**config.mk**
```make
export PLATFORM = sky130hd
export DESIGN_NAME = cam_line_streamer
export DESIGN_NICKNAME = d
export VERILOG_FILES = /design/src/hw/cam_line_pkg.sv /design/src/hw/cam_line_streamer.sv
export VERILOG_INCLUDE_DIRS = /design/src /design/src/hw
export SDC_FILE = /design/constraint.sdc
export NUM_CORES = 1
export LEC_CHECK = 0
export BUFFER_PORTS_ARGS = -buffer_cell sky130_fd_sc_hd__buf_2
export CORE_ASPECT_RATIO = 1.2
export CORE_MARGIN = 1
export CORE_UTILIZATION = 50
export CTS_CLUSTER_DIAMETER = 30
export DETAILED_ROUTE_END_ITERATION = 7
export HOLD_SLACK_MARGIN = 0.08
export MAX_ROUTING_LAYER = met4
export PLACE_DENSITY = 0.74
export SYNTH_ARGS = -nofsm -noshare
export SYNTH_HDL_FRONTEND = slang
export SYNTH_SLANG_ARGS = --single-unit
export TNS_END_PERCENT = 20
```
**constraint.sdc**
```tcl
create_clock -name rclk -period 5.85 [get_ports rclk]
set_clock_uncertainty 0.2 [all_clocks]
set_input_delay 0.585 -clock rclk [delete_from_list [all_inputs] [get_ports rclk]]
set_output_delay 0.585 -clock rclk [all_outputs]
set_load 0.1 [all_outputs]
```
**src/hw/cam_line_config.svh**
```systemverilog
`ifndef CAM_LINE_CONFIG_SVH
`define CAM_LINE_CONFIG_SVH

// ~~~~~~~~~~~~~~~~~~~~
// Sensor geometry
// ~~~~~~~~~~~~~~~~~~~~
`define CAM_H_ACT 1280
`define CAM_V_ACT 720

// ~~~~~~~~~~~~~~~~~~~~
// Camera tags, one-hot
// ~~~~~~~~~~~~~~~~~~~~
`define CAM1_ID 5'b10000
`define CAM2_ID 5'b01000

`endif

```
**src/hw/cam_line_pkg.sv**
```systemverilog
`default_nettype none

package cam_line_pkg;

    // ~~~~~~~~~~~~~~~~~~~~
    // Camera stream types
    // ~~~~~~~~~~~~~~~~~~~~

    typedef struct packed {
        logic        vld;    // Packet present
        logic [10:0] row;
        logic [10:0] col;
        logic [15:0] pixel;
    } cam_pack_t;

    // One-hot tag, codes in the config header
    typedef logic [4:0] cam_id_t;

    typedef enum logic [2:0] {
        idle      = 3'd0,
        trig_cam1 = 3'd1,
        wait_cam1 = 3'd2,
        gap       = 3'd3,
        trig_cam2 = 3'd4,
        wait_cam2 = 3'd5
    } swap_state_t;

endpackage : cam_line_pkg

`default_nettype wire

```
**src/hw/cam_line_streamer.sv**
```systemverilog
`timescale 1ns/1ps
`default_nettype none
`include "cam_line_config.svh"

module cam_line_streamer #(
    parameter int H_ACT = `CAM_H_ACT
) (
    input  wire                        rclk,
    input  wire                        rstn,
    input  wire                        aquire,
    input  wire [15:0]                 cam_data,
    input  wire [10:0]                 cam_row,
    input  wire cam_line_pkg::cam_id_t cam_id,
    input  wire                        out_ready,
    output logic                       read_en,
    output logic                       out_valid,
    output logic [15:0]                out_pixel,
    output logic [10:0]                out_row,
    output cam_line_pkg::cam_id_t      out_id,
    output logic                       out_last
);

    import cam_line_pkg::*;

    localparam int AW = (H_ACT > 1) ? $clog2(H_ACT) : 1;
    localparam logic [AW-1:0] LAST_IDX = AW'(H_ACT - 1);

    logic [15:0]   ent_pixel [2];
    logic [10:0]   ent_row   [2];
    cam_id_t       ent_id    [2];
    logic          ent_last  [2];
    logic          wr_idx;
    logic          rd_idx;
    logic [1:0]    held_cnt;
    logic          rd_pend;    // Read issued, data arrives next cycle
    logic [AW-1:0] pix_idx;
    logic          pop;

    assign pop = out_valid && out_ready;

    // Held plus in flight, minus the beat leaving now, must stay below two
    assign read_en = aquire && ((3'(held_cnt) + 3'(rd_pend)) < (3'd2 + 3'(pop)));

    assign out_valid = (held_cnt != 2'd0);
    assign out_pixel = ent_pixel[rd_idx];
    assign out_row   = ent_row[rd_idx];
    assign out_id    = ent_id[rd_idx];
    assign out_last  = ent_last[rd_idx];

    // ~~~~~~~~~~~~~~~~~~~~
    // Skid buffer pointers
    // ~~~~~~~~~~~~~~~~~~~~
    always_ff @(posedge rclk or negedge rstn) begin
        if (!rstn) begin
            rd_pend  <= 1'b0;
            held_cnt <= 2'd0;
            wr_idx   <= 1'b0;
            rd_idx   <= 1'b0;
            pix_idx  <= '0;
        end else begin
            rd_pend  <= read_en;
            held_cnt <= held_cnt + 2'(rd_pend) - 2'(pop);
            if (rd_pend) begin
                wr_idx  <= !wr_idx;
                pix_idx <= (pix_idx == LAST_IDX) ? '0 : pix_idx + 1'b1;
            end
            if (pop) begin
                rd_idx <= !rd_idx;
            end
        end
    end

    always_ff @(posedge rclk) begin
        if (rd_pend) begin
            ent_pixel[wr_idx] <= cam_data;
            ent_row[wr_idx]   <= cam_row;
            ent_id[wr_idx]    <= cam_id;
            ent_last[wr_idx]  <= (pix_idx == LAST_IDX);  // Last pixel of line
        end
    end

endmodule : cam_line_streamer

`default_nettype wire

```
==> impl_metrics.py <==
metrics = {
    "status": {
        "status": "finished, final reports clean",
    },
    "final_layout": {
        "drive_gt1_frac": 0.479,
        "nets": 301,
        "diodes": 0,
        "syn2layout_area_growth_pct": 20.5,
        "final_util": 0.637,
    },
    "hold_path": {
        "min_from": "cam_data[1]",
        "hold_class": "in -> reg",
        "min_path_cells": 1,
    },
    "worst_setup_path": {
        "start_kind": "flip-flop",
        "r2r_slack_ps": 3710,
        "arrival_ps": 2050,
        "crit_start": "rd_pend",
        "crit_family": "flip-flops",
        "crit_fanout": 13,
        "required_ps": 5070,
        "cp-end-kind": "primary output",
        "r2r-start": "rd_pend",
        "path_depth": 5,
        "critPathMaxStageDelay_ps": 540,
        "path_buf_inv": 1,
        "reg2reg_depth": 2,
        "cpMostUsedCell": "ha_1",
        "slowest_stage": "dfrtp_1",
        "crit_type": "reg -> out",
        "cp_cell_sequence": "ha_1 -> ha_1 -> o21ai_0 -> and3b_1 -> buf_2",
    },
    "synthesis": {
        "synthCells": 182,
        "synth-seq-cells": 82,
        "synthAdderAreaFrac": 0.0193,
        "synth_warnings": 0,
        "syn_nets": 223,
        "synth_area_sq_um": 3240,
        "synth_mux_area_frac": 0.115,
        "yosys.area_share.simple": 0.0607,
        "synth_top_family_by_area": "multiplexers",
        "synth-compound-area-share": 0.0271,
        "synth_xor_area_frac": 0.0244,
        "syn_area_per_cell_sq_um": 17.8,
        "ys_seq_area_frac": 0.736,
        "synthDistinctLibCells": 34,
    },
    "route": {
        "viasPerCell": 5.12,
        "routed.top_layer": "met4",
        "ant_nets": 0,
        "met1Wirelength_mm": 2.28,
        "firstDrtPassIters": 4,
        "wirelength_mm": 5.16,
        "wl_met3_microns": 232,
        "wl_met2_mm": 2.56,
        "num_vias": 1775,
        "drc": 0,
        "drtIter0Drc": 88,
        "wl_per_cell_microns": 14.9,
    },
    "cts": {
        "root_buffer": "clkbuf_8",
        "cts.sinks": 82,
        "clk_path_buf_depth": 2,
        "path_clk_slew_ps": 80,
        "cts_tree": "done",
        "numCtsBuffers": 9,
        "h-tree-depth": 3,
        "insertion_delay_ps": 340,
    },
    "placement": {
        "place.gp.congestion": 0.737,
        "hpwl_mm": 3.34,
        "io_buffers": 70,
    },
    "timing": {
        "rsz0062_at_grt": "false",
        "tightest_slew_ps": 963,
        "timing.fmax_mhz": 352,
        "min_period_over_period": 0.485,
        "setup_viol": 0,
        "slew-limit-headroom": 0.356,
        "period_minus_slack_ps": 2840,
        "hold_violations": 0,
        "tns_ps": 0,
        "slew_violations": 0,
    },
    "floorplanning": {
        "fp.dieArea_sq_um": 6800,
        "die_x_microns": 75.5,
        "coreArea_sq_um": 6130,
        "io_pins": 71,
        "rows": 31,
        "die_height_microns": 90.1,
        "start_util": 0.528,
    },
    "grt": {
        "antenna_found_initial": 0,
        "overflow": 0,
        "grt_max_degree": 34,
        "grt_pass1_wl_mm": 8.18,
        "track_usage": 0.171,
        "grt_pass1_vias": 1746,
    },
    "job": {
        "max_cap_viol_count": 0,
    },
}
==> path summary, 6_finish.rpt <==
kind / to
max: read_en
min: ent_pixel[1][1]
max reg2reg: ent_row[0][6]
min reg2reg: wr_idx
max in group asynchronous: pix_idx[6]
min in group asynchronous: pix_idx[5]
==> per-layer routing <==
| metal | global-route usage | up-vias |
|---|---|---|
| li1 | - | 849 |
| met2 | 0.257 | 51 |
| met3 | 0.0504 | 6 |
| met1 | 0.210 | 869 |
| met4 | 0.0833 | 0 |
| met5 | - | - |
==> cell usage in the layout (no fill, tap or decap), drive strengths merged, types with 3 or more instances in the layout <==
cell type / synthesis / layout
clkinv: 0 / 3
clkbuf: 1 / 12
nand3: 4 / 4
nor3: 3 / 3
mux2: 33 / 33
edfxtp: 66 / 66
nor2: 4 / 4
nand2: 3 / 3
xnor2: 6 / 6
ha: 5 / 5
dfrtp: 16 / 16
buf: 5 / 72
nand4: 5 / 5
xor2: 3 / 3
o21ai: 7 / 7
inv: 6 / 6
==> Yosys cell counts <==
cell type	number	area [sq um]
clkbuf_1	1	3.75
nand4_1	3	18.8
ha_1	5	62.6
nand3_1	4	20.0
xor2_1	3	26.3
nor3_1	2	10.0
edfxtp_1	66	1980
inv_1	6	22.5
and2_1	1	6.26
dfrtp_1	16	400
a21boi_0	1	7.51
a221o_1	1	10.0
and4_1	1	8.76
nor2_1	4	15.0
nand4_4	2	42.5
buf_6	1	11.3
mux2_2	33	372
o311ai_1	1	8.76
a2bb2oi_1	1	8.76
nand2_1	3	11.3
nand3b_1	1	7.51
nor4_1	1	6.26
o21ai_1	1	5.00
o21ai_0	6	30.0
or4_1	1	7.51
nor3_2	1	10.0
or2_2	1	6.26
xnor2_1	6	52.6
buf_2	4	20.0
o2bb2ai_1	1	8.76
nor2b_1	1	6.26
and3b_1	1	8.76
a211o_1	1	8.76
or3b_4	1	11.3
==> registers in the layout, indices dropped and copies added, names as in the netlist <==
register,cells
rd_pend,1
ent_last,2
held_cnt,2
rd_idx,1
pix_idx,11
ent_row,22
ent_id,10
wr_idx,1
ent_pixel,32
==> stage by stage <==
step,area (sq um),setup WS [ps],cells,hold slack (ps)
after floorplan,3240,3140,182,89.4
after global placement,3680,3380,330,324
after detailed placement,3680,3350,330,323
after CTS,3900,2980,347,211
after global routing,3900,2870,347,203
final,3900,3010,347,228
==> cells by family after synthesis <==
group,Yosys count
flops,82
mux,33
simple gates,28
compound gates,13
buf+inv,12
xor+xnor,9
fa+ha+maj,5
==> repair_timing <==
| action | 4_1_cts | 5_1_grt |
|---|---|---|
| hold buffers | 1 | 0 |
| setup buffers | 0 | 0 |
| hold endpoints to repair | 16 | 0 |
| gates resized for setup | 0 | 0 |
==> cell type report <==
class / instances / area [sq um]
sequential: 82 / 2380
fill: 462 / 2230
multi-input combinational: 88 / 805
clock inverter: 4 / 48.8
tap: 82 / 103
inverter: 6 / 22.5
clock buffer: 12 / 165
timing repair buffer: 73 / 375
Power is not shown: default switching activity piles up to over one toggle a cycle in this logic, so the estimate is an artifact.
